<file path="src/verilog/calc_params.svh">
`ifndef CALC_PARAMS_SVH
`define CALC_PARAMS_SVH

// Operand, result and display width
`define CALC_WIDTH 16

// Keypad code width
`define DIGIT_WIDTH 4

// Base for digit entry, each new digit scales the operand by this
`define DECIMAL_BASE 10

`endif

</file>
<file path="src/verilog/calc_pkg.sv">
package calc_pkg;

    // Operator codes, one-hot as they come from the keypad
    typedef enum logic [2:0] {
        OP_NONE = 3'b000,
        OP_ADD  = 3'b001,
        OP_SUB  = 3'b010,
        OP_MUL  = 3'b100
    } calc_op_t;

    // Controller sequence
    typedef enum logic [3:0] {
        ENTER_OP1   = 4'd0,  // Waiting for first operand input
        ENTER_OP2   = 4'd1,  // Waiting for second operand input
        SCALE_START = 4'd2,  // Kick off operand times ten
        SCALE_WAIT  = 4'd3,
        DIGIT_START = 4'd4,  // Kick off digit add
        DIGIT_WAIT  = 4'd5,
        EVAL_START  = 4'd6,  // Kick off the requested operation
        EVAL_WAIT   = 4'd7,
        SHOW_RESULT = 4'd8   // Result on display
    } calc_state_t;

endpackage

</file>
<file path="src/verilog/add_sub_unit.sv">
`timescale 1ns/1ps
`include "calc_params.svh"

module add_sub_unit (
    input  logic                   clk,
    input  logic                   nRST,
    input  logic [`CALC_WIDTH-1:0] in_a,
    input  logic [`CALC_WIDTH-1:0] in_b,
    input  logic                   sub,
    input  logic                   start,
    output logic [`CALC_WIDTH-1:0] out,
    output logic                   finish
);

    // Result registered on start, wraps modulo 2^16
    always_ff @(posedge clk) begin
        if (start) begin
            if (sub) begin
                out <= in_a - in_b;     // Two's complement low bits
            end else begin
                out <= in_a + in_b;
            end
        end
    end

    always_ff @(posedge clk or negedge nRST) begin
        if (!nRST) begin
            finish <= 1'b0;
        end else begin
            finish <= start;            // One cycle latency
        end
    end

endmodule

</file>
<file path="src/verilog/calc_controller.sv">
`timescale 1ns/1ps
`include "calc_params.svh"

module calc_controller (
    input  logic                    clk,
    input  logic                    nRST,
    input  logic [`DIGIT_WIDTH-1:0] keypad_input,
    input  logic                    read_input,
    input  calc_pkg::calc_op_t      operator_input,
    input  logic                    equal_input,
    input  logic [`CALC_WIDTH-1:0]  operand1,
    input  logic [`CALC_WIDTH-1:0]  operand2,
    input  calc_pkg::calc_op_t      latched_op,
    input  logic                    alu_finish,
    input  logic                    mult_finish,
    output logic [`CALC_WIDTH-1:0]  alu_a,
    output logic [`CALC_WIDTH-1:0]  alu_b,
    output logic [`CALC_WIDTH-1:0]  mult_a,
    output logic [`CALC_WIDTH-1:0]  mult_b,
    output logic                    alu_sub,
    output logic                    alu_start,
    output logic                    mult_start,
    output logic                    load_op1,
    output logic                    load_op2,
    output logic                    clear_op1,
    output logic                    clear_op2,
    output logic                    load_operator,
    output logic                    load_display,
    output logic                    result_from_mult,
    output logic                    busy,
    output logic                    complete
);
    import calc_pkg::*;

    calc_state_t             state, next_state;
    logic                    op2_active;      // Digits go to operand 2
    logic [`DIGIT_WIDTH-1:0] digit_q;
    logic                    idle;
    logic                    accept_digit, accept_op;
    logic                    evaluating, is_mul;
    logic                    scale_done, digit_done;
    logic [`CALC_WIDTH-1:0]  active_operand;

    assign idle = (state inside {ENTER_OP1, ENTER_OP2, SHOW_RESULT});

    // Codes at or above the base are not digits
    assign accept_digit = idle && read_input &&
                          (keypad_input < `DIGIT_WIDTH'(`DECIMAL_BASE));
    assign accept_op    = (state == ENTER_OP1) && !read_input &&
                          (operator_input inside {OP_ADD, OP_SUB, OP_MUL});

    assign evaluating = (state inside {EVAL_START, EVAL_WAIT});
    assign is_mul     = (latched_op == OP_MUL);
    assign scale_done = (state == SCALE_WAIT) && mult_finish;
    assign digit_done = (state == DIGIT_WAIT) && alu_finish;

    always_comb begin
        next_state = state;
        case (state)
            ENTER_OP1: begin
                if (accept_digit) begin
                    next_state = SCALE_START;
                end else if (accept_op) begin
                    next_state = ENTER_OP2;
                end
            end
            ENTER_OP2: begin
                if (accept_digit) begin
                    next_state = SCALE_START;
                end else if (equal_input) begin
                    next_state = EVAL_START;
                end
            end
            SHOW_RESULT: begin
                if (accept_digit) begin
                    next_state = SCALE_START;  // Fresh calculation
                end
            end
            SCALE_START: next_state = SCALE_WAIT;
            SCALE_WAIT: begin
                if (mult_finish) begin
                    next_state = DIGIT_START;
                end
            end
            DIGIT_START: next_state = DIGIT_WAIT;
            DIGIT_WAIT: begin
                if (alu_finish) begin
                    next_state = op2_active ? ENTER_OP2 : ENTER_OP1;
                end
            end
            EVAL_START: next_state = EVAL_WAIT;
            EVAL_WAIT: begin
                if (is_mul ? mult_finish : alu_finish) begin
                    next_state = SHOW_RESULT;
                end
            end
            default: next_state = ENTER_OP1;
        endcase
    end

    always_ff @(posedge clk or negedge nRST) begin
        if (!nRST) begin
            state      <= ENTER_OP1;
            op2_active <= 1'b0;
            alu_start  <= 1'b0;
            mult_start <= 1'b0;
        end else begin
            state <= next_state;
            if (accept_op) begin
                op2_active <= 1'b1;
            end else if (accept_digit && state == SHOW_RESULT) begin
                op2_active <= 1'b0;
            end
            // Starts leave one cycle after the START state
            alu_start  <= (state == DIGIT_START) || (state == EVAL_START && !is_mul);
            mult_start <= (state == SCALE_START) || (state == EVAL_START && is_mul);
        end
    end

    always_ff @(posedge clk) begin
        if (accept_digit) begin
            digit_q <= keypad_input;
        end
    end

    // Operand muxes stay stable through START and WAIT
    assign active_operand = op2_active ? operand2 : operand1;
    assign alu_a  = evaluating ? operand1 : active_operand;
    assign alu_b  = evaluating ? operand2 :
                    {{(`CALC_WIDTH - `DIGIT_WIDTH){1'b0}}, digit_q};
    assign mult_a = evaluating ? operand1 : active_operand;
    assign mult_b = evaluating ? operand2 : `CALC_WIDTH'(`DECIMAL_BASE);
    assign alu_sub = evaluating && (latched_op == OP_SUB);

    // Register strobes
    assign result_from_mult = (state == SCALE_WAIT) || (evaluating && is_mul);
    assign load_op1      = (scale_done || digit_done) && !op2_active;
    assign load_op2      = (scale_done || digit_done) && op2_active;
    assign clear_op1     = accept_digit && (state == SHOW_RESULT);
    assign clear_op2     = accept_op;
    assign load_operator = accept_op;
    assign load_display  = (state == EVAL_WAIT) && (is_mul ? mult_finish : alu_finish);

    assign busy     = !idle;
    assign complete = (state == SHOW_RESULT);

endmodule

</file>
<file path="src/verilog/keypad_calculator.sv">
`timescale 1ns/1ps
`include "calc_params.svh"

module keypad_calculator (
    input  logic                    clk,
    input  logic                    nRST,
    input  logic [`DIGIT_WIDTH-1:0] keypad_input,
    input  logic                    read_input,
    input  calc_pkg::calc_op_t      operator_input,
    input  logic                    equal_input,
    output logic                    busy,
    output logic                    complete,
    output logic [`CALC_WIDTH-1:0]  display_output
);
    import calc_pkg::*;

    logic [`CALC_WIDTH-1:0] alu_a, alu_b, alu_out;
    logic [`CALC_WIDTH-1:0] mult_a, mult_b, mult_out;
    logic                   alu_sub, alu_start, alu_finish;
    logic                   mult_start, mult_finish;
    logic [`CALC_WIDTH-1:0] operand1, operand2;
    calc_op_t               latched_op;
    logic                   load_op1, load_op2, clear_op1, clear_op2;
    logic                   load_operator, load_display, result_from_mult;

    calc_controller i_controller (
        .clk              (clk),
        .nRST             (nRST),
        .keypad_input     (keypad_input),
        .read_input       (read_input),
        .operator_input   (operator_input),
        .equal_input      (equal_input),
        .operand1         (operand1),
        .operand2         (operand2),
        .latched_op       (latched_op),
        .alu_finish       (alu_finish),
        .mult_finish      (mult_finish),
        .alu_a            (alu_a),
        .alu_b            (alu_b),
        .mult_a           (mult_a),
        .mult_b           (mult_b),
        .alu_sub          (alu_sub),
        .alu_start        (alu_start),
        .mult_start       (mult_start),
        .load_op1         (load_op1),
        .load_op2         (load_op2),
        .clear_op1        (clear_op1),
        .clear_op2        (clear_op2),
        .load_operator    (load_operator),
        .load_display     (load_display),
        .result_from_mult (result_from_mult),
        .busy             (busy),
        .complete         (complete)
    );

    operand_regs i_regs (
        .clk              (clk),
        .nRST             (nRST),
        .alu_out          (alu_out),
        .mult_out         (mult_out),
        .load_op1         (load_op1),
        .load_op2         (load_op2),
        .clear_op1        (clear_op1),
        .clear_op2        (clear_op2),
        .load_operator    (load_operator),
        .load_display     (load_display),
        .result_from_mult (result_from_mult),
        .operator_input   (operator_input),
        .operand1         (operand1),
        .operand2         (operand2),
        .latched_op       (latched_op),
        .display_output   (display_output)
    );

    add_sub_unit i_alu (
        .clk    (clk),
        .nRST   (nRST),
        .in_a   (alu_a),
        .in_b   (alu_b),
        .sub    (alu_sub),
        .start  (alu_start),
        .out    (alu_out),
        .finish (alu_finish)
    );

    shift_add_multiplier i_mult (
        .clk    (clk),
        .nRST   (nRST),
        .in_a   (mult_a),
        .in_b   (mult_b),
        .start  (mult_start),
        .out    (mult_out),
        .finish (mult_finish)
    );

endmodule

</file>
<file path="src/verilog/operand_regs.sv">
`timescale 1ns/1ps
`include "calc_params.svh"

module operand_regs (
    input  logic                   clk,
    input  logic                   nRST,
    input  logic [`CALC_WIDTH-1:0] alu_out,
    input  logic [`CALC_WIDTH-1:0] mult_out,
    input  logic                   load_op1,
    input  logic                   load_op2,
    input  logic                   clear_op1,
    input  logic                   clear_op2,
    input  logic                   load_operator,
    input  logic                   load_display,
    input  logic                   result_from_mult,
    input  calc_pkg::calc_op_t     operator_input,
    output logic [`CALC_WIDTH-1:0] operand1,
    output logic [`CALC_WIDTH-1:0] operand2,
    output calc_pkg::calc_op_t     latched_op,
    output logic [`CALC_WIDTH-1:0] display_output
);
    import calc_pkg::*;

    logic [`CALC_WIDTH-1:0] result;

    // One result bus feeds every register
    assign result = result_from_mult ? mult_out : alu_out;

    always_ff @(posedge clk or negedge nRST) begin
        if (!nRST) begin
            operand1       <= '0;
            operand2       <= '0;
            latched_op     <= OP_NONE;
            display_output <= '0;
        end else begin
            if (clear_op1) begin
                operand1 <= '0;         // New calculation wins over load
            end else if (load_op1) begin
                operand1 <= result;
            end

            if (clear_op2) begin
                operand2 <= '0;
            end else if (load_op2) begin
                operand2 <= result;
            end

            if (load_operator) begin
                latched_op <= operator_input;
            end

            if (load_display) begin
                display_output <= result;
            end
        end
    end

endmodule

</file>
<file path="src/verilog/shift_add_multiplier.sv">
`timescale 1ns/1ps
`include "calc_params.svh"

module shift_add_multiplier (
    input  logic                   clk,
    input  logic                   nRST,
    input  logic [`CALC_WIDTH-1:0] in_a,
    input  logic [`CALC_WIDTH-1:0] in_b,
    input  logic                   start,
    output logic [`CALC_WIDTH-1:0] out,
    output logic                   finish
);

    localparam int CNT_W = $clog2(`CALC_WIDTH);

    logic [`CALC_WIDTH-1:0] mcand;      // Shifted left each step
    logic [`CALC_WIDTH-1:0] mplier;     // Shifted right each step
    logic [`CALC_WIDTH-1:0] acc;
    logic [CNT_W-1:0]       bit_cnt;    // Bit examined on the next edge
    logic                   running;

    always_ff @(posedge clk or negedge nRST) begin
        if (!nRST) begin
            running <= 1'b0;
            bit_cnt <= '0;
            finish  <= 1'b0;
        end else begin
            finish <= 1'b0;
            if (start) begin
                running <= 1'b1;
                bit_cnt <= CNT_W'(1);   // Bit 0 handled at load
            end else if (running) begin
                bit_cnt <= bit_cnt + 1'b1;
                if (bit_cnt == CNT_W'(`CALC_WIDTH - 1)) begin
                    running <= 1'b0;
                    finish  <= 1'b1;
                end
            end
        end
    end

    // Only the low word of the product is kept
    always_ff @(posedge clk) begin
        if (start) begin
            mcand  <= in_a << 1;
            mplier <= in_b >> 1;
            acc    <= in_b[0] ? in_a : '0;
        end else if (running) begin
            if (mplier[0]) begin
                acc <= acc + mcand;
            end
            mcand  <= mcand << 1;
            mplier <= mplier >> 1;
        end
    end

    assign out = acc;                   // Holds until the next start

endmodule
</file>
<file path="config.mk">
export PLATFORM = sky130hd
export DESIGN_NAME = keypad_calculator
export DESIGN_NICKNAME = d
export VERILOG_FILES = /design/src/verilog/calc_pkg.sv /design/src/verilog/add_sub_unit.sv /design/src/verilog/calc_controller.sv /design/src/verilog/keypad_calculator.sv /design/src/verilog/operand_regs.sv /design/src/verilog/shift_add_multiplier.sv
export VERILOG_INCLUDE_DIRS = /design/src /design/src/verilog
export SDC_FILE = /design/constraint.sdc
export NUM_CORES = 1
export LEC_CHECK = 0
export ABC_AREA = 1
export BUFFER_PORTS_ARGS = -buffer_cell sky130_fd_sc_hd__buf_2
export CAP_MARGIN = 10
export CORE_UTILIZATION = 41
export CTS_BUF_LIST = sky130_fd_sc_hd__clkbuf_4
export DETAILED_ROUTE_END_ITERATION = 10
export PLACE_DENSITY = 0.59
export SLEW_MARGIN = 10
export SYNTH_ARGS = -nofsm -noshare
export SYNTH_HDL_FRONTEND = slang
export SYNTH_SLANG_ARGS = --single-unit
</file>
<file path="constraint.sdc">
create_clock -name clk -period 7.11 [get_ports clk]
set_clock_uncertainty 0.15 [all_clocks]
set_input_delay 1.422 -clock clk [delete_from_list [all_inputs] [get_ports clk]]
set_output_delay 1.422 -clock clk [all_outputs]
set_load 0.1 [all_outputs]
</file>
==> impl_metrics.toml <==
[pwr]
comb_power_share = 0.517
internal_power_mw = 2.134
switchingPower_mw = 2.052
total_power_mw = 4.186
ir_drop_mv = 0.2140
power.density_nw_per_um2 = 506.1
p_clk_frac = 0.140
seqPwrFrac = 0.343
leakage_nw = 3.992
switching_share = 0.4901

[drt]
drt_wl_total_microns = 19360
highest-signal-layer = "met4"
drtPass1Iterations = 8
vias = 6143
postRouteAntennaNets = 0
wl_met3_microns = 944
via_per_inst = 5.255
dr_wl_met2_microns = 8779
drtIter0Drc = 406
drc = 2
wl_per_cell_microns = 16.56
wirelength_met1_microns = 9305

[clock_tree]
cts_num_sinks = 131
clkTransAtPathRegs_ns = 0.11
root_buffer = "clkbuf_4"
clockBufferDepth = 2
h-tree-depth = 4
numCtsBuffers = 17
cts_tree = "done"
post_cts_buffers = 0
hold_buffers = 0
clkLatencyLatePin_ns = 0.57
cts_resized = 0

[worst_setup_path]
critPathRequiredTime_ns = 5.54
critPathKind = "flop to output port"
rr_worst_depth = 14
r2r-end = "i_alu.out[12]"
arrival_ns = 2.03
cp-end-kind = "output port"
r2r-start = "i_controller.state[3]"
ff2ff_setup_slack_ns = 3.51
start_kind = "flop"
cp_max_fo = 10

[cells_and_area]
nets = 971
regArea_sq_um = 3608
multi_input_area_sq_um = 3493
nFillCells = 1755
drive_gt1_frac = 0.1097
syn2layout_area_growth_pct = 8.343

[min_path]
hold_path.class = "flop to flop"
whs_path_depth = 1
hold_start = "i_mult.bit_cnt[3]"
min_to = "i_mult.bit_cnt[3]"

[sta]
finalHoldViolCount = 0
period_share = 0.5066
relSlewSlack = 0.3115
slew_viol_final = 0
holdWs_ns = 0.3163
rsz0062_at_grt = "false"
worst_slew_pin_slew_ns = 1.030
post-route-min-period_ns = 3.602
max_freq_ghz = 0.2777
setup_violations = 0
fin_setup_tns_ns = 0

[yosys]
synth.ff_latch_count = 131
ys_types = 43
synthCells = 905
synthArstFlopShare = 0.4962
yosysTopAreaCellShare = 0.2596
ys_top_cells_by_area = "edfxtp_1 (26%), dfrtp_1 (21%), nand2_1 (11%)"
synthesis.area_sq_um = 7634
yosysTopAreaCell = "edfxtp_1"
synth-edff-count = 66
postSynthAreaPerCell_sq_um = 8.435
synth_ff_type = "edfxtp_1"
synth-warning-count = 0
seq_area_frac_synth = 0.4727
syn_nets = 950

[global_routing]
grt_pass1_vias = 5877
overflow = 0
antenna_found_initial = 1
grtUsageTotal = 0.2152
grt_pass1_wl_microns = 31820
grt_max_degree = 66

[outcome]
violations = "DRC"
status = "finished with violations"

[run]
maxCapViolCount = 0

[die]
die_h_microns = 138.5
num_rows = 49
dieArea_sq_um = 19170
core_region_area_sq_um = 18090
die_x_microns = 138.5
io_pins = 29
start_util = 0.4221

[place]
io_buffers = 28
place_hpwl_microns = 14380
routabilityCongestion = 0.9172
-- area by class of cell --
type / count / area share
inverter: 99 / 0.04493
clock buffer: 17 / 0.01543
tap: 229 / 0.03464
timing repair buffer: 33 / 0.02148
clock inverter: 15 / 0.02451
multi-input combinational: 644 / 0.4224
antenna: 1 / 0.0003026
sequential: 131 / 0.4363
-- how the worst max path moves through the flow --
stage                                from             to  slack, ns
global route        i_controller.state[3]  i_alu.out[12]       3.15
detailed placement  i_controller.state[3]  i_alu.out[12]       3.53
global placement    i_controller.state[1]  i_alu.out[12]       3.64
finish              i_controller.state[0]       complete       3.51
CTS                 i_controller.state[0]       complete       3.46
floorplan           i_controller.state[0]       complete       4.07
-- metrics by stage --
step / util / setup WS [ns] / instance area, sq um / cells
after floorplan: - / 4.071 / 7634 / 905
after global placement: 0.4389 / 3.639 / 7938 / 1136
after detailed placement: 0.4389 / 3.530 / 7938 / 1136
after CTS: 0.4571 / 3.457 / 8268 / 1168
after global routing: 0.4573 / 3.151 / 8270 / 1169
final: 0.4573 / 3.508 / 8270 / 1169
-- state kept, by name, summed over array words and instances (netlist names), 3 cells and up --
name,count
i_regs.latched_op,3
i_mult.bit_cnt,4
i_mult.out,16
i_mult.mplier,15
i_controller.state,4
i_regs.display_output,16
i_regs.operand2,16
i_regs.operand1,16
i_mult.mcand,15
i_alu.out,16
i_controller.digit_q,4
-- cell families after synthesis --
family | synth area share
flip-flops | 0.4727
AND/OR/NAND/NOR | 0.2044
AO/OA/AOI/OAI | 0.1621
buffers and inverters | 0.06966
adder cells (fa/ha/maj) | 0.05770
XOR/XNOR | 0.03213
multiplexers | 0.001311
-- synth_stat cells (2+ instances only) --
master and count:
buf_2 8, edfxtp_1 66, o21a_1 3, inv_2 6
nor2_4 3, a21o_1 7, clkbuf_1 15, inv_1 92
nand3_1 49, o21ai_1 38, ha_1 32, nor3_1 5
buf_4 7, dfrtp_1 65, o21ai_0 81, nand4_1 5
nand2_1 217, fa_1 2, nor4_1 5, o21bai_1 2
xor2_1 20, nor2_1 51, o22ai_1 19, nand2_4 2
a21oi_1 55, nand3b_1 4, a31oi_1 4, nand2_2 10
xnor2_1 8, o21ai_2 11
-- critical path, cell delays in order (launching register included) --
cell	delay, ns
dfrtp_1	0.52
nor3_2	0.29
nand2_1	0.15
inv_1	0.09
buf_2	0.42
-- layer usage --
| metal | vias up | track usage |
|---|---|---|
| met2 | 147 | 0.3361 |
| met5 | - | 0 |
| met1 | 2865 | 0.3050 |
| met4 | 0 | 0.07037 |
| li1 | 3112 | - |
| met3 | 19 | 0.03464 |
-- power by group through the flow --
stage               logic (mW)  clock network, mW  registers (mW)
finish                    2.16              0.585            1.44
global route              2.41              0.630            1.47
CTS                       2.17              0.600            1.44
detailed placement        2.16                  0            1.45
global placement          2.15                  0            1.45
floorplan                 1.41                  0            1.64
-- layout by cell type (no fill, tap or decap), types with 2 or more instances in the layout --
cell	instances
xnor2_1	8
a21oi_1	55
ha_1	32
nand4_1	5
o22ai_1	19
o21ai_2	11
o21ai_0	81
nand3_1	49
dfrtp_1	65
nand3b_1	4
clkinv_1	2
a21o_1	7
a31oi_1	4
o21a_1	3
nor4_1	5
inv_1	92
o21bai_1	2
inv_6	4
xor2_1	20
bufinv_16	4
nand2_4	2
buf_4	5
buf_2	28
nand2_1	217
clkinvlp_4	4
o21ai_1	38
inv_2	6
fa_1	2
nor2_4	3
nor2_1	51
clkbuf_4	17
nor3_1	5
nand2_2	10
edfxtp_1	66
Power figures use the tool's default switching activity.
